File: config.mk
export PLATFORM = sky130hd
export DESIGN_NAME = rvcore_bus
export DESIGN_NICKNAME = d
export VERILOG_FILES = /design/src/hw/rv_mem_pkg.sv /design/src/hw/rv_bus_pkg.sv /design/src/hw/bus_req_if.sv /design/src/hw/bus_arbiter.sv /design/src/hw/bus_sequencer.sv /design/src/hw/resp_hold.sv /design/src/hw/rvcore_bus.sv
export SDC_FILE = /design/constraint.sdc
export NUM_CORES = 1
export LEC_CHECK = 0
export ABC_AREA = 0
export BUFFER_PORTS_ARGS = -buffer_cell sky130_fd_sc_hd__buf_4
export CORE_AREA = 3 3 338 340
export DETAILED_ROUTE_END_ITERATION = 12
export DIE_AREA = 0 0 341 343
export GPL_TIMING_DRIVEN = 1
export RECOVER_POWER = 50
export SLEW_MARGIN = 20
export SYNTH_ARGS = -nofsm -noshare
export SYNTH_HDL_FRONTEND = slang
export SYNTH_SLANG_ARGS = --single-unit
File: constraint.sdc
create_clock -name clk -period 44.3 [get_ports clk]
set_input_delay 2.215 -clock clk [delete_from_list [all_inputs] [get_ports clk]]
set_output_delay 2.215 -clock clk [all_outputs]
set_load 0.02 [all_outputs]
File: src/hw/rv_mem_pkg.sv
package rv_mem_pkg;

    localparam int ADDR_W         = 32;
    localparam int WORD_W         = 32;
    localparam int WORDS_PER_LINE = 4;
    localparam int LINE_W         = WORD_W * WORDS_PER_LINE;

    // word lane select inside a line
    localparam int LANE_LSB = 2;
    localparam int LANE_W   = $clog2(WORDS_PER_LINE);

    typedef logic [ADDR_W-1:0] addr_t;
    typedef logic [WORD_W-1:0] word_t;
    typedef logic [LINE_W-1:0] line_t;

    // address with the lane bits cleared
    function automatic addr_t line_base(input addr_t addr);
        addr_t base;
        base = addr;
        base[LANE_LSB +: LANE_W] = '0;
        return base;
    endfunction

    function automatic logic [LANE_W-1:0] lane_of(input addr_t addr);
        return addr[LANE_LSB +: LANE_W];
    endfunction

endpackage

File: src/hw/rv_bus_pkg.sv
package rv_bus_pkg;

    localparam int REQ_ID_W = 3;
    localparam int STATE_W  = 2;

    // declaration order is the arbitration priority, highest first
    // after REQ_NONE
    typedef enum logic [REQ_ID_W-1:0] {
        REQ_NONE   = 3'd0,
        REQ_DWB    = 3'd1,
        REQ_DRD    = 3'd2,
        REQ_UNC    = 3'd3,
        REQ_ICACHE = 3'd4
    } req_id_t;

    // idle, transfer on the bus, completion cycle with ready pulse
    typedef enum logic [STATE_W-1:0] {
        S_IDLE = 2'd0,
        S_BUS  = 2'd1,
        S_DONE = 2'd2
    } seq_state_t;

    function automatic logic is_dcache(input req_id_t id);
        return (id == REQ_DWB) || (id == REQ_DRD);
    endfunction

endpackage

File: src/hw/bus_req_if.sv
interface bus_req_if import rv_mem_pkg::*, rv_bus_pkg::*; ();

    logic    grant;
    req_id_t id;
    logic    rw;
    addr_t   addr;
    line_t   data;
    // high from the cycle after grant through the ready cycle
    logic    busy;

    modport arb (
        output grant,
        output id,
        output rw,
        output addr,
        output data,
        input  busy
    );

    modport seq (
        input  grant,
        input  id,
        input  rw,
        input  addr,
        input  data,
        output busy
    );

endinterface

File: src/hw/bus_arbiter.sv
module bus_arbiter import rv_mem_pkg::*, rv_bus_pkg::*; (
    input  logic      clk,
    input  logic      arst_n_i,

    input  logic      icache_req_i,
    input  addr_t     icache_addr_i,

    input  logic      dcache_rd_req_i,
    input  addr_t     dcache_rd_addr_i,
    input  logic      dcache_wb_req_i,
    input  addr_t     dcache_wb_addr_i,
    input  line_t     dcache_wb_data_i,

    input  logic      unc_req_i,
    input  logic      unc_rw_i,
    input  addr_t     unc_addr_i,
    input  word_t     unc_wdata_i,

    input  logic      core_wait_i,

    bus_req_if.arb    req
);

    req_id_t pick_id;
    logic    pick_rw;
    addr_t   pick_addr;
    line_t   pick_data;
    logic    can_grant;
    logic    take;

    // no decision in the grant cycle itself as busy is not up yet
    assign can_grant = !req.busy && !req.grant && !core_wait_i;
    assign take      = can_grant && (pick_id != REQ_NONE);

    always_comb begin
        pick_id   = REQ_NONE;
        pick_rw   = 1'b0;
        pick_addr = '0;
        pick_data = '0;
        if (dcache_wb_req_i) begin
            pick_id   = REQ_DWB;
            pick_rw   = 1'b1;
            pick_addr = line_base(dcache_wb_addr_i);
            pick_data = dcache_wb_data_i;
        end else if (dcache_rd_req_i) begin
            pick_id   = REQ_DRD;
            pick_addr = line_base(dcache_rd_addr_i);
        end else if (unc_req_i) begin
            pick_id   = REQ_UNC;
            pick_rw   = unc_rw_i;
            pick_addr = unc_addr_i;
            // single word goes out in its own lane
            if (unc_rw_i) begin
                pick_data[lane_of(unc_addr_i)*WORD_W +: WORD_W] = unc_wdata_i;
            end
        end else if (icache_req_i) begin
            pick_id   = REQ_ICACHE;
            pick_addr = line_base(icache_addr_i);
        end
    end

    always_ff @(posedge clk or negedge arst_n_i) begin
        if (!arst_n_i) begin
            req.grant <= 1'b0;
            req.id    <= REQ_NONE;
        end else begin
            req.grant <= take;
            if (take) begin
                req.id <= pick_id;
            end
        end
    end

    always_ff @(posedge clk) begin
        if (take) begin
            req.rw   <= pick_rw;
            req.addr <= pick_addr;
            req.data <= pick_data;
        end
    end

    // the sequencer must be idle whenever a new grant shows up
    a_grant_not_busy: assert property (@(posedge clk) disable iff (!arst_n_i)
        $rose(req.grant) |-> !req.busy);

endmodule

File: src/hw/bus_sequencer.sv
module bus_sequencer import rv_mem_pkg::*, rv_bus_pkg::*; (
    input  logic      clk,
    input  logic      arst_n_i,

    bus_req_if.seq    req,

    input  logic      icache_cancel_i,

    input  logic      axi_rd_over_i,
    input  logic      axi_wr_over_i,

    output logic      bus_valid_req_o,
    output logic      bus_rw_o,
    output addr_t     bus_addr_o,
    output line_t     bus_data_o,

    output logic      icache_ready_o,
    output logic      dcache_ready_o,
    output logic      unc_ready_o,

    output logic      cap_o,
    output logic      busy_o
);

    seq_state_t state_q;
    seq_state_t state_d;
    req_id_t    id_q;
    logic       valid_q;
    logic       cancel_q;
    logic       rw_q;
    addr_t      addr_q;
    line_t      data_q;
    logic       icache_ready_q;
    logic       dcache_ready_q;
    logic       unc_ready_q;
    logic       start;
    logic       over_hit;
    logic       cancelled;

    assign start     = (state_q == S_IDLE) && req.grant;
    // a read ends on rd_over, a write on wr_over
    assign over_hit  = (state_q == S_BUS) && (rw_q ? axi_wr_over_i : axi_rd_over_i);
    assign cancelled = cancel_q || icache_cancel_i;

    always_comb begin
        state_d = state_q;
        case (state_q)
            S_IDLE: if (req.grant) state_d = S_BUS;
            S_BUS:  if (over_hit) state_d = S_DONE;
            S_DONE: state_d = S_IDLE;
            default: state_d = S_IDLE;
        endcase
    end

    always_ff @(posedge clk or negedge arst_n_i) begin
        if (!arst_n_i) begin
            state_q        <= S_IDLE;
            id_q           <= REQ_NONE;
            valid_q        <= 1'b0;
            cancel_q       <= 1'b0;
            icache_ready_q <= 1'b0;
            dcache_ready_q <= 1'b0;
            unc_ready_q    <= 1'b0;
        end else begin
            state_q <= state_d;
            if (start) begin
                id_q     <= req.id;
                valid_q  <= 1'b1;
                cancel_q <= icache_cancel_i;
            end else if (state_q == S_BUS) begin
                cancel_q <= cancelled;
                if (over_hit) begin
                    valid_q <= 1'b0;
                end
            end
            // jump during refill drops the icache delivery only
            icache_ready_q <= over_hit && (id_q == REQ_ICACHE) && !cancelled;
            dcache_ready_q <= over_hit && is_dcache(id_q);
            unc_ready_q    <= over_hit && (id_q == REQ_UNC);
        end
    end

    always_ff @(posedge clk) begin
        if (start) begin
            rw_q   <= req.rw;
            addr_q <= req.addr;
            data_q <= req.data;
        end
    end

    assign busy_o          = (state_q != S_IDLE);
    assign req.busy        = busy_o;
    assign cap_o           = over_hit && !rw_q;

    assign bus_valid_req_o = valid_q;
    assign bus_rw_o        = rw_q;
    assign bus_addr_o      = addr_q;
    assign bus_data_o      = data_q;

    assign icache_ready_o  = icache_ready_q;
    assign dcache_ready_o  = dcache_ready_q;
    assign unc_ready_o     = unc_ready_q;

    // request must not move while the memory side works on it
    a_addr_stable: assert property (@(posedge clk) disable iff (!arst_n_i)
        bus_valid_req_o && $past(bus_valid_req_o) |-> $stable(bus_addr_o) && $stable(bus_rw_o));

    a_one_ready: assert property (@(posedge clk) disable iff (!arst_n_i)
        $onehot0({icache_ready_o, dcache_ready_o, unc_ready_o}));

endmodule

File: src/hw/resp_hold.sv
module resp_hold import rv_mem_pkg::*; #(
    parameter type payload_t = line_t
) (
    input  logic              clk,
    input  logic              arst_n_i,
    input  logic              cap_i,
    input  logic [LANE_W-1:0] lane_i,
    input  line_t             line_i,
    output payload_t          data_o
);

    localparam int PAYLOAD_W = $bits(payload_t);

    payload_t data_q;
    payload_t data_d;

    generate
        if (PAYLOAD_W == LINE_W) begin : g_line
            // whole returned line
            assign data_d = payload_t'(line_i);
        end else begin : g_word
            // one word picked by the lane of the request
            assign data_d = payload_t'(line_i[lane_i*WORD_W +: WORD_W]);
        end
    endgenerate

    always_ff @(posedge clk or negedge arst_n_i) begin
        if (!arst_n_i) begin
            data_q <= '0;
        end else if (cap_i) begin
            data_q <= data_d;
        end
    end

    assign data_o = data_q;

endmodule

File: src/hw/rvcore_bus.sv
module rvcore_bus import rv_mem_pkg::*; (
    input  logic    clk,
    input  logic    arst_n_i,

    // icache side
    input  logic    icache_req_i,
    input  addr_t   icache_addr_i,
    input  logic    icache_cancel_i,
    output logic    icache_ready_o,
    output line_t   icache_data_o,

    // dcache side
    input  logic    dcache_rd_req_i,
    input  addr_t   dcache_rd_addr_i,
    input  logic    dcache_wb_req_i,
    input  addr_t   dcache_wb_addr_i,
    input  line_t   dcache_wb_data_i,
    output logic    dcache_ready_o,
    output line_t   dcache_data_o,

    // uncached access from execute
    input  logic    unc_req_i,
    input  logic    unc_rw_i,
    input  addr_t   unc_addr_i,
    input  word_t   unc_wdata_i,
    output logic    unc_ready_o,
    output word_t   unc_rdata_o,

    // memory interface
    input  line_t   axi_data_i,
    input  logic    axi_rd_over_i,
    input  logic    axi_wr_over_i,
    input  logic    core_wait_i,
    output logic    core_wait_o,

    output logic    bus_valid_req_o,
    output logic    bus_rw_o,
    output addr_t   bus_addr_o,
    output line_t   bus_data_o
);

    logic  cap;
    logic  busy;
    line_t line_hold;

    bus_req_if u_req ();

    bus_arbiter u_arb (
        .clk              (clk),
        .arst_n_i         (arst_n_i),
        .icache_req_i     (icache_req_i),
        .icache_addr_i    (icache_addr_i),
        .dcache_rd_req_i  (dcache_rd_req_i),
        .dcache_rd_addr_i (dcache_rd_addr_i),
        .dcache_wb_req_i  (dcache_wb_req_i),
        .dcache_wb_addr_i (dcache_wb_addr_i),
        .dcache_wb_data_i (dcache_wb_data_i),
        .unc_req_i        (unc_req_i),
        .unc_rw_i         (unc_rw_i),
        .unc_addr_i       (unc_addr_i),
        .unc_wdata_i      (unc_wdata_i),
        .core_wait_i      (core_wait_i),
        .req              (u_req)
    );

    bus_sequencer u_seq (
        .clk             (clk),
        .arst_n_i        (arst_n_i),
        .req             (u_req),
        .icache_cancel_i (icache_cancel_i),
        .axi_rd_over_i   (axi_rd_over_i),
        .axi_wr_over_i   (axi_wr_over_i),
        .bus_valid_req_o (bus_valid_req_o),
        .bus_rw_o        (bus_rw_o),
        .bus_addr_o      (bus_addr_o),
        .bus_data_o      (bus_data_o),
        .icache_ready_o  (icache_ready_o),
        .dcache_ready_o  (dcache_ready_o),
        .unc_ready_o     (unc_ready_o),
        .cap_o           (cap),
        .busy_o          (busy)
    );

    // refill lines for both caches
    resp_hold #(.payload_t(line_t)) u_line_hold (
        .clk      (clk),
        .arst_n_i (arst_n_i),
        .cap_i    (cap),
        .lane_i   (lane_of(bus_addr_o)),
        .line_i   (axi_data_i),
        .data_o   (line_hold)
    );

    resp_hold #(.payload_t(word_t)) u_unc_hold (
        .clk      (clk),
        .arst_n_i (arst_n_i),
        .cap_i    (cap),
        .lane_i   (lane_of(bus_addr_o)),
        .line_i   (axi_data_i),
        .data_o   (unc_rdata_o)
    );

    assign icache_data_o = line_hold;
    assign dcache_data_o = line_hold;

    // stalls the core while a transfer runs or memory holds off
    assign core_wait_o = busy | core_wait_i;

endmodule

==> implementation parameters, run 1 <==
Parameter                              Value

Outcome
  Result of the run    finished, violations left
  Failing checks    capacitance limit, slew limit

Clock tree
  TritonCTS clock tree    built
  Worst-path clk slew    0.06 ns
  Maximum buffer depth of the clock tree    3
  Clock Root Buffer    sky130_fd_sc_hd__clkbuf_16
  Clock sink count    496
  Post-CTS Setup Inserts    0
  Number of instances resized during post-cts repair    0
  Num CTS Buffers    58
  Post-cts hold buffer count    0
  Clock Latency Late Sink    0.65 ns
  Deepest level of the CTS H-tree    2

Synthesis
  Count of different cell masters after synthesis    42
  Complex-gate fraction of the synthesized area    7.94%
  Number of cells produced by synthesis    1192
  Dominant combinational cell family by area after synthesis    multiplexers
  Arithmetic-cell share of the synthesized area counting full adders, half adders and majority gates    0.303%
  Multiplexer fraction of the synthesized cell area    14.3%
  Syn. warnings    0
  Xor/xnor share of the synthesized area    0.0424%
  Most numerous cell types in the synthesized netlist    322 x sky130_fd_sc_hd__edfxtp_1, 174 x sky130_fd_sc_hd__dfrtp_1, 128 x sky130_fd_sc_hd__a22o_1, 128 x sky130_fd_sc_hd__buf_4, 100 x sky130_fd_sc_hd__mux2_4
  Most common cell in the synthesized netlist    sky130_fd_sc_hd__edfxtp_1
  Simple-gate area share of the yosys netlist    2.44%
  Leading area contributor after synthesis    sky130_fd_sc_hd__edfxtp_1
  Most used flip-flop cell after synthesis    sky130_fd_sc_hd__edfxtp_1
  Top cells by area, synth    sky130_fd_sc_hd__edfxtp_1 47%, sky130_fd_sc_hd__dfrtp_1 21%, sky130_fd_sc_hd__mux2_4 7.3%
  Flop and latch count out of synthesis    496
  Share of the synthesized area in the top cell type    46.8%
  Post-synthesis async set-or-reset flop share    35.1%
  Avg Inst Size Synth    17.3 µm²
  Netlist area before placement    0.0207 mm²
  Mapped Nets    1624
  Post-synth EDFFs    322
  Register area share after synthesis    67.9%

Worst setup path
  CP Launch Type    primary input
  Critical path data arrival time    7.19 ns
  FF-to-FF Start    u_seq.state_q[1]
  Crit path kind    in2async
  Capturing element type of the critical path    asynchronous set/reset pin
  Critical register-to-register path endpoint    u_seq.bus_data_o[86]
  CP cell instances    clkbuf_1 -> clkbuf_1
  Worst path most repeated cell    sky130_fd_sc_hd__clkbuf_1
  Register-to-Register Path Depth    3
  Top cell family by delay on the critical path    buffers and inverters
  Max Fanout on Critical Path    61
  Critical Path RT    44.23 ns
  Worst Path Buf+Inv    2
  Slowest cell on the critical path    sky130_fd_sc_hd__clkbuf_1
  Delay of the slowest critical-path stage    2.65 ns
  Worst-case register-to-register setup slack    38.29 ns

Power and ir drop
  Switching part of the total power    38.0%
  Power after layout    0.00206 W
  Total power per unit cell area    70.4 mW/mm²
  Net switching power of the design    0.000783 W
  Worst ir drop on vdd    0.0000349 V
  Combinational Power Share    38.5%
  Internal    0.00128 W
  Leak    12.0 nW
  Relative contribution of sequential cells to total power    37.9%
  Clock network fraction of total power    23.6%

STA
  Crit path time final    7.26 ns
  Post-route clock period utilization    16.4%
  Highest clock frequency the design can meet    138 MHz
  Final Slew Violations    532
  Worst-case headroom to the max-slew limit    -167%
  Number of hold violations in the final report    0
  Final Setup Violations    0
  RSZ-0062 raised after global routing    no
  Fin Clk Skew    0.0214 ns
  Final worst-path setup slack    37.04 ns
  Measured slew at the worst slew-check pin    4.01 ns
  Total Neg Setup Slack    0 ns

Route
  Total wire length after detailed routing    90.1 mm
  Average via count per standard cell    3.96
  DRC violation count after routing    0
  Starting DRT DRC Count    817
  Vias after detailed routing    13836
  Number of nets still failing antenna checks after routing    0
  TritonRoute pass-1 iters    4
  Wirelength per Cell    25.8 µm

GRT
  Wire length of the first global-routing pass    119 mm
  Number of global-route vias before repair    14044
  Antenna violations before repair    18
  Grt total ovfl    0
  All-Layer GR Usage    14.6%
  Maximum number of pins on one net before global-route repair    82

Floorplanning
  Starting density of the core    18.5%
  IO Count    881
  Die Width    341 µm
  Vertical die dimension    343 µm
  Core Region    0.112 mm²
  Count of standard-cell rows    123
  Die area    0.117 mm²

Finish
  Net count of the finished layout    2379
  Area growth from synthesis to layout    41.8%
  Fraction of final layout cells with drive strength greater than 1    54.2%
  Final Core Density    26.2%
  Post-route cell area    0.0293 mm²

Placement
  Count of buffers from port buffering    874
  Half-perimeter wire length of the detailed placement result    70.9 mm
  Placement Setup Slack    38.72 ns
  GPL Wtd Cong    0.925
  Post-place instance area    0.0278 mm²

Worst hold path
  End of the worst hold path    u_seq.bus_addr_o[1]
  Path type of the worst min-delay path    reg2reg
  Hold path depth    0
  Start point of the worst min-delay path    u_arb.req.addr[1]

Run
  Max-cap viol count    11
-- layout by cell type, fill, tap and decap left out, types with 2 or more instances in the layout --
master,netlist,final
sky130_fd_sc_hd__mux2_1,0,22
sky130_fd_sc_hd__inv_6,0,3
sky130_fd_sc_hd__nor4_1,1,6
sky130_fd_sc_hd__mux2_2,63,63
sky130_fd_sc_hd__clkinv_1,0,9
sky130_fd_sc_hd__clkbuf_4,0,2
sky130_fd_sc_hd__o211ai_1,30,30
sky130_fd_sc_hd__dfrtp_1,174,174
sky130_fd_sc_hd__diode_2,0,4
sky130_fd_sc_hd__or3_1,2,2
sky130_fd_sc_hd__clkbuf_1,22,86
sky130_fd_sc_hd__mux2i_1,3,3
sky130_fd_sc_hd__mux2_4,100,78
sky130_fd_sc_hd__clkbuf_8,0,2
sky130_fd_sc_hd__nand2_1,62,62
sky130_fd_sc_hd__clkbuf_16,0,58
sky130_fd_sc_hd__a21o_1,2,2
sky130_fd_sc_hd__bufinv_16,0,6
sky130_fd_sc_hd__a22oi_1,31,31
sky130_fd_sc_hd__nor2_1,5,5
sky130_fd_sc_hd__clkinvlp_4,0,2
sky130_fd_sc_hd__edfxtp_1,322,322
sky130_fd_sc_hd__clkinv_4,0,4
sky130_fd_sc_hd__buf_4,128,816
sky130_fd_sc_hd__nor3_1,4,4
sky130_fd_sc_hd__a21oi_1,3,3
sky130_fd_sc_hd__nand2b_1,2,3
sky130_fd_sc_hd__a22o_1,128,128
sky130_fd_sc_hd__mux4_2,32,32
sky130_fd_sc_hd__ha_1,5,5
sky130_fd_sc_hd__inv_1,4,4
sky130_fd_sc_hd__clkinv_2,0,8
-- metal layers --
metal	vias up	GRT usage, %	part of all wire [%]
li1	6014	-	-
met1	7056	19.1	42
met2	655	23.1	46
met3	93	5.77	9.8
met4	18	2.68	1.6
met5	-	0	0.12
-- power groups by stage --
stage | combinational, W | sequential (W) | clock (W)
4_1_cts | 0.000837 | 0.000779 | 0.000504
5_1_grt | 0.000835 | 0.000798 | 0.000521
3_3_place_gp | 0.000833 | 0.000781 | 0
6_report | 0.000794 | 0.000781 | 0.000488
2_1_floorplan | 0.000352 | 0.000901 | 0
3_5_place_dp | 0.000836 | 0.000785 | 0
-- flip-flops by register name (all words and copies together), names as in the netlist --
name and cells:
u_seq.id_q 3, u_arb.req.addr 32, u_seq.bus_addr_o 32, u_arb.req.id 3, u_seq.state_q 2, u_seq.cancel_q 1
u_seq.bus_valid_req_o 1, u_seq.dcache_ready_o 1, u_seq.bus_rw_o 1, u_seq.bus_data_o 128, u_line_hold.data_o 128, u_arb.req.grant 1
u_arb.req.rw 1, u_arb.req.data 128, u_seq.unc_ready_o 1, u_seq.icache_ready_o 1, u_unc_hold.data_o 32
-- cells by family (layout without fill, tap and decap cells) --
kind of cell               count (synthesis)  count (layout)
AOI/OAI and AO/OA                        198             198
xor gates and xnor gates                   1               1
adders and majority gates                  5               5
buffers and inverters                    202            1004
DFF                                      496             496
muxes                                    198             198
other                                      0               4
and+or+nand+nor                           92              92
-- cell type report --
class,count,area [µm²]
Multi-Input combinational cell,494,5030
Tap cell,1500,1880
Antenna cell,4,10.0
Timing Repair Buffer,893,6430
Inverter,4,15.0
Sequential cell,496,14000
Fill cell,11585,82600
Clock inverter,35,392
Clock buffer,72,1520
-- worst max-delay path by stage --
stage	from	endpoint	cells past startpoint
6_report	arst_n_i	u_line_hold.data_o[90]	2
2_1_floorplan	u_seq.state_q[0]	u_seq.id_q[0]	2
4_1_cts	core_wait_i	core_wait_o	3
3_5_place_dp	core_wait_i	u_arb.req.data[87]	5
5_1_grt	arst_n_i	u_arb.req.grant	2
3_3_place_gp	core_wait_i	u_arb.req.data[86]	5
-- metrics by stage --
step	cells	hold slack, ns
2_1_floorplan	1192	0.400
3_3_place_gp	3387	0.400
3_5_place_dp	3387	0.405
4_1_cts	3494	0.413
5_1_grt	3494	0.415
6_report	3498	0.414
No activity file was read; power rests on OpenSTA's default activity.
==> inputs of run 2 (changes only) <==
==> constraint.sdc (replaced) <==
create_clock -name clk -period 6.1 [get_ports clk]
set_input_delay 0.305 -clock clk [delete_from_list [all_inputs] [get_ports clk]]
set_output_delay 0.305 -clock clk [all_outputs]
set_load 0.02 [all_outputs]
==> run 2 against run 1 <==
The run still ends with capacitance limit, slew limit left. Die area did not move. Clock power rose to 7.3 times the previous value. Sequential share of layout area is 4.5 points lower. Cell count up 12%. Critical path type is now in2reg. Largest cell class unchanged. Largest power group is now registers. Highest routed layer unchanged.
==> implementation parameters, run 2 (synthesis gave the netlist of run 1 again) <==
Parameter                              Value

Worst setup path
  Slowest cell on the critical path    sky130_fd_sc_hd__clkbuf_1
  Delay of the slowest critical-path stage    1.65 ns (-1.00 ns)
  CP cell instances    clkbuf_1 -> nand2b_1 -> nor4_4 -> clkbuf_1 -> a22o_1 -> dlygate4sd3_1
  CP startpoint    dcache_rd_req_i
  Worst path most repeated cell    sky130_fd_sc_hd__clkbuf_1
  Capturing element type of the critical path    flip-flop
  FF-to-FF Start    u_seq.state_q[0]
  CP Launch Type    primary input
  Critical Path RT    6.60 ns (-37.63 ns)
  Worst Path Buf+Inv    3 (+1)
  Max Fanout on Critical Path    36 (-41%)
  Crit path kind    in2reg
  Critical path data arrival time    4.64 ns (-2.55 ns)
  Top cell family by delay on the critical path    buffers and inverters

GRT
  Antenna violations before repair    7 (-11)
  All-Layer GR Usage    15.4% (+0.75 points)
  Maximum number of pins on one net before global-route repair    111 (+35%)
  Grt total ovfl    0 (unchanged)
  Wire length of the first global-routing pass    128 mm (+7.2%)
  Number of global-route vias before repair    16247 (+16%)

Route
  Starting DRT DRC Count    891 (+9.1%)
  DRC violation count after routing    0 (unchanged)
  Wirelength per Cell    24.0 µm (-6.8%)
  Average via count per standard cell    3.99 (+0.80%)
  TritonRoute pass-1 iters    6 (+2)
  Total wire length after detailed routing    94.0 mm (+4.3%)
  Vias after detailed routing    15602 (+13%)
  Number of nets still failing antenna checks after routing    0 (unchanged)

Placement
  Count of buffers from port buffering    874 (unchanged)
  Number of instances in the placed design    3386 (-0.030%)
  Half-perimeter wire length of the detailed placement result    69.9 mm (-1.5%)
  GPL Wtd Cong    0.921 (-0.46%)

STA
  Fin Clk Skew    0.0145 ns (-0.00685 ns)
  Total Neg Setup Slack    0 ns (unchanged)
  Measured slew at the worst slew-check pin    2.96 ns (-1.05 ns)
  Post-route clock period utilization    67.9%
  Worst-case headroom to the max-slew limit    -97.2% (+70 points)
  Final Setup Violations    0 (unchanged)
  Crit path time final    4.14 ns
  Final Slew Violations    246 (-54%)
  RSZ-0062 raised after global routing    no
  Number of hold violations in the final report    0 (unchanged)
  Highest clock frequency the design can meet    241 MHz

Run
  Max-cap viol count    5 (-6)

Outcome
  Result of the run    finished, violations left
  Failing checks    capacitance limit, slew limit

Floorplanning
  Core Region    0.112 mm² (unchanged)
  Starting density of the core    18.5% (unchanged)
  Vertical die dimension    343 µm (unchanged)
  Count of standard-cell rows    123 (unchanged)
  IO Count    881 (unchanged)
  Die area    0.117 mm² (unchanged)
  Die Width    341 µm (unchanged)

Clock tree
  Clock sink count    496 (unchanged)
  Num CTS Buffers    59 (+1.7%)
  Maximum buffer depth of the clock tree    3 (unchanged)
  Deepest level of the CTS H-tree    2 (unchanged)
  Clock Root Buffer    sky130_fd_sc_hd__clkbuf_16
  Clock Latency Late Sink    0.64 ns (about the same)
  Worst-path clk slew    0.06 ns (about the same)
  TritonCTS clock tree    built

Finish
  Filler instances    11529 (-0.48%)
  Fin cells    3913 (+12%)
  Net count of the finished layout    2793 (+17%)
  Area growth from synthesis to layout    56.4%
  Fraction of final layout cells with drive strength greater than 1    32.1% (-22 points)
  Highest-count cells in the layout ignoring fill and taps    472 x sky130_fd_sc_hd__buf_4, 424 x sky130_fd_sc_hd__clkbuf_1, 414 x sky130_fd_sc_hd__dlygate4sd3_1, 322 x sky130_fd_sc_hd__edfxtp_1, 174 x sky130_fd_sc_hd__dfrtp_1
  Most common cell after layout, fill and taps aside    sky130_fd_sc_hd__buf_4

Worst hold path
  Path type of the worst min-delay path    in2reg
  Start point of the worst min-delay path    unc_wdata_i[23]

Power and ir drop
  Total power per unit cell area    447 mW/mm² (+540%)
  Internal    0.00870 W (+580%)
  Relative contribution of sequential cells to total power    38.8% (+0.9 points)
  Leak    12.7 nW (+6.1%)
  Switching part of the total power    39.8% (+1.9 points)
  Clock network fraction of total power    24.5% (+0.9 points)
  Combinational Power Share    36.7% (-1.8 points)
  Net switching power of the design    0.00576 W (+640%)
  Worst ir drop on vdd    0.000286 V (+720%)
[run 2: changes by cell type in the layout (fill, tap and decap cells not counted), moves of 3 or more]
| cell | before | now |
|---|---|---|
| sky130_fd_sc_hd__dlygate4sd3_1 | 0 | 414 |
| sky130_fd_sc_hd__mux2_4 | 78 | 100 |
| sky130_fd_sc_hd__clkbuf_1 | 86 | 424 |
| sky130_fd_sc_hd__clkinv_2 | 8 | 12 |
| sky130_fd_sc_hd__nor4_1 | 6 | 2 |
| sky130_fd_sc_hd__nor4_4 | 0 | 3 |
| sky130_fd_sc_hd__mux2_1 | 22 | 0 |
| sky130_fd_sc_hd__inv_6 | 3 | 6 |
| sky130_fd_sc_hd__buf_4 | 816 | 472 |
[run 2: path summary, 6_finish.rpt]
kind	endpoint	slack [ns]	cells past startpoint
min reg2reg	u_seq.bus_addr_o[13]	0.41	0
max in group asynchronous	u_unc_hold.data_o[30]	2.83	3
min	u_arb.req.data[119]	0.05	2
max reg2reg	u_seq.bus_data_o[110]	2.95	3
min in group asynchronous	u_line_hold.data_o[112]	1.17	2
max	u_arb.req.data[93]	1.96	6
[run 2: what timing repair did]
item,in CTS,in global routing
buffers inserted,0,0
hold buffers,414,0
resized for setup,0,0
endpoints found under the hold margin,393,0
[run 2: power by group through the flow]
| stage | clock [W] | sequential [W] | combinational, W |
|---|---|---|---|
| 3_5_place_dp | 0 | 0.00569 | 0.00606 |
| 5_1_grt | 0.00379 | 0.00574 | 0.00560 |
| 2_1_floorplan | 0 | 0.00645 | 0.00255 |
| 3_3_place_gp | 0 | 0.00566 | 0.00605 |
| 6_report | 0.00354 | 0.00562 | 0.00531 |
| 4_1_cts | 0.00367 | 0.00565 | 0.00630 |
[run 2: final cells by class]
| cell class | instances | area (µm²) | share of cell area (%) |
|---|---|---|---|
| Antenna cell | 3 | 7.51 | 0.0232 |
| Inverter | 4 | 15.0 | 0.0464 |
| Timing Repair Buffer | 1306 | 9310 | 28.8 |
| Clock inverter | 39 | 349 | 1.08 |
| Clock buffer | 71 | 1570 | 4.86 |
| Tap cell | 1500 | 1880 | 5.81 |
| Sequential cell | 496 | 14000 | 43.4 |
| Multi-Input combinational cell | 494 | 5180 | 16.0 |
[run 2: through the flow]
step / setup slack (ns) / area, µm² / hold WS (ns) / utilization (%) / total power, W
after floorplan: 0.756 / 20700 / 0.00941 / - / 0.00900
after global placement: 3.04 / 27900 / 0.400 / 24.9 / 0.0117
after detailed placement: 3.01 / 27900 / 0.405 / 24.9 / 0.0118
after CTS: 2.97 / 33900 / 0.000554 / 30.3 / 0.0156
after global routing: 1.83 / 32300 / 0.0176 / 28.9 / 0.0151
final: 1.96 / 32300 / 0.0477 / 28.9 / 0.0145
[run 2: metal layers]
metal,GRT usage (%),vias up,part of all wire [%]
met4,3.87,6,2.4
met2,25.8,777,48
met3,4.74,121,8.8
met5,0,-,0.036
met1,19.2,7853,41
li1,-,6845,-
==> inputs of run 3 (changes only) <==
==> constraint.sdc (replaced) <==
create_clock -name clk -period 3.85 [get_ports clk]
set_input_delay 0.1925 -clock clk [delete_from_list [all_inputs] [get_ports clk]]
set_output_delay 0.1925 -clock clk [all_outputs]
set_load 0.02 [all_outputs]
==> run 3 against run 2 <==
The flow still finishes with violations (capacitance limit, slew limit). Critical endpoint is now u_arb.req.data[96]. Largest power group unchanged. Sequential share of layout area down 0.78 points. Clock skew up 0.027 ns. Register-to-register slack worse by 1.7 ns. Global-route usage up 0.12 points. Sequential cell count unchanged. Non-clock buffer count up 39. Sequential power up 59%. Wire length up 0.88%. Total power up 60%. Critical path depth up 3. Design area up 1.8%.
==> implementation parameters, run 3 (synthesis gave the netlist of run 1 again) <==
Parameter                              Value

Outcome
  Result of the run    finished, violations left
  Failing checks    capacitance limit, slew limit

Worst setup path
  Capturing element type of the critical path    flip-flop
  Worst Path Buf+Inv    5 (+2)
  CP Launch Type    primary input
  Critical path data arrival time    3.18 ns (-1.46 ns)
  Top cell family by delay on the critical path    buffers and inverters
  Crit path kind    in2reg
  CP cell instances    dlygate4sd3_1 -> buf_4 -> inv_1 -> ha_1 -> nand4bb_1 -> nor4_4 -> buf_4 -> a22o_1 -> dlygate4sd3_1
  Critical Path RT    4.36 ns (-2.24 ns)
  Slowest cell on the critical path    sky130_fd_sc_hd__dlygate4sd3_1
  Delay of the slowest critical-path stage    0.58 ns (-1.07 ns)
  Max Fanout on Critical Path    29 (-19%)

Floorplanning
  Vertical die dimension    343 µm (unchanged)
  Core Region    0.112 mm² (unchanged)
  Count of standard-cell rows    123 (unchanged)
  Starting density of the core    18.5% (unchanged)
  Die area    0.117 mm² (unchanged)
  Die Width    341 µm (unchanged)
  IO Count    881 (unchanged)

Route
  Starting DRT DRC Count    1094 (+23%)
  TritonRoute pass-1 iters    5 (-1)
  Vias after detailed routing    15799 (+1.3%)
  Total wire length after detailed routing    94.8 mm (+0.88%)
  Wirelength per Cell    24.0 µm (-0.16%)
  DRC violation count after routing    0 (unchanged)
  Number of nets still failing antenna checks after routing    0 (unchanged)
  Average via count per standard cell    4.00 (+0.21%)

Finish
  Fraction of final layout cells with drive strength greater than 1    33.2% (+1.1 points)
  Fin cells    3954 (+1.0%)
  Most common cell after layout, fill and taps aside    sky130_fd_sc_hd__buf_4
  Filler instances    11394 (-1.2%)
  Net count of the finished layout    2829 (+1.3%)
  Highest-count cells in the layout ignoring fill and taps    505 x sky130_fd_sc_hd__buf_4, 446 x sky130_fd_sc_hd__dlygate4sd3_1, 394 x sky130_fd_sc_hd__clkbuf_1, 322 x sky130_fd_sc_hd__edfxtp_1, 174 x sky130_fd_sc_hd__dfrtp_1
  Area used by multi-input combinational logic    0.00520 mm² (+0.51%)
  Area growth from synthesis to layout    59.3%
  FF+latch area    0.0140 mm² (unchanged)

STA
  RSZ-0062 raised after global routing    no
  Measured slew at the worst slew-check pin    1.83 ns (-1.13 ns)
  Worst-case headroom to the max-slew limit    -22.1% (+75 points)
  Final Setup Violations    0 (unchanged)
  Number of hold violations in the final report    0 (unchanged)
  Final worst-path setup slack    1.18 ns (-0.780 ns)
  Final Slew Violations    73 (-70%)
  Crit path time final    2.67 ns
  Fin Clk Skew    0.0415 ns (+0.0269 ns)
  Highest clock frequency the design can meet    374 MHz
  Post-route clock period utilization    69.4%

GRT
  Number of global-route vias before repair    16312 (+0.40%)
  Antenna violations before repair    21 (+14)
  All-Layer GR Usage    15.5% (+0.12 points)
  Maximum number of pins on one net before global-route repair    189 (+70%)
  Wire length of the first global-routing pass    129 mm (+0.65%)
  Grt total ovfl    0 (unchanged)

Placement
  Half-perimeter wire length of the detailed placement result    71.6 mm (+2.5%)
  GPL Wtd Cong    0.911 (-1.0%)
  Count of buffers from port buffering    874 (unchanged)
  Number of instances in the placed design    3393 (+0.21%)
  Placement Setup Slack    1.17 ns (-1.84 ns)

Power and ir drop
  Leak    13.0 nW (+2.4%)
  Total power per unit cell area    702 mW/mm² (+57%)
  Worst ir drop on vdd    0.000502 V (+76%)
  Power after layout    0.0231 W (+60%)

Clock tree
  Clock Latency Late Sink    0.65 ns (about the same)
  Number of instances resized during post-cts repair    0 (unchanged)
  Worst-path clk slew    0.06 ns (about the same)
  Clock Root Buffer    sky130_fd_sc_hd__clkbuf_16
  Num CTS Buffers    56 (-5.1%)
  TritonCTS clock tree    built
  Deepest level of the CTS H-tree    2 (unchanged)
  Clock sink count    496 (unchanged)
  Maximum buffer depth of the clock tree    3 (unchanged)

Worst hold path
  Path type of the worst min-delay path    in2reg

Run
  Max-cap viol count    1 (-4)
run 3: worst register-to-register path, stage by stage, from the launching register on:
cell and delay [ns]:
sky130_fd_sc_hd__dfrtp_1 0.48, sky130_fd_sc_hd__nor4_2 0.62, sky130_fd_sc_hd__o21a_4 0.60, sky130_fd_sc_hd__buf_4 0.54
run 3: path summary, 6_finish.rpt:
kind | cells past startpoint | slack, ns | start | end
max | 9 | 1.18 | unc_addr_i[3] | u_arb.req.data[96]
min | 3 | 0.08 | dcache_wb_addr_i[4] | u_arb.req.addr[4]
max reg2reg | 3 | 1.25 | u_seq.state_q[0] | u_arb.req.data[0]
min reg2reg | 0 | 0.41 | u_arb.req.addr[31] | u_seq.bus_addr_o[31]
max in group asynchronous | 3 | 1.33 | arst_n_i | u_line_hold.data_o[95]
min in group asynchronous | 2 | 0.22 | arst_n_i | u_line_hold.data_o[80]
run 3: per-layer routing:
layer  vias up  global-route usage [%]  wire length, µm
met4        14                    3.64             2550
met2       800                    25.5            44600
li1       6923                       -                -
met1      7939                    19.7            38900
met5         -                       0               89
met3       123                    5.04             8650
run 3: through the flow:
stage / cell area [µm²] / TNS (ns) / hold slack (ns) / util (%)
after detailed placement: 28000 / 0 / 0.384 / 25.0
after floorplan: 20700 / -206.14 / -0.103 / -
after global routing: 32900 / 0 / 0.0471 / 29.4
after global placement: 28000 / 0 / 0.391 / 25.0
final: 32900 / 0 / 0.0768 / 29.4
after CTS: 34400 / 0 / 0.00719 / 30.7
run 3: layout make-up:
class / instances / share of cell area (%)
Antenna cell: 10 / 0.0760
Clock buffer: 72 / 4.69
Clock inverter: 33 / 1.15
Inverter: 4 / 0.0456
Multi-Input combinational cell: 494 / 15.8
Sequential cell: 496 / 42.6
Tap cell: 1500 / 5.70
Timing Repair Buffer: 1345 / 29.9
run 3: timing repair:
action                    4_1_cts  5_1_grt
hold endpoints to repair      417        0
buffers inserted                0        0
hold buffers                  446        0
run 3: report_power, final:
part / switching, W / internal, W / leakage [nW]
registers: 0.00124 / 0.00769 / 5.12
clock network: 0.00238 / 0.00319 / 0.924
logic: 0.00555 / 0.00306 / 6.94
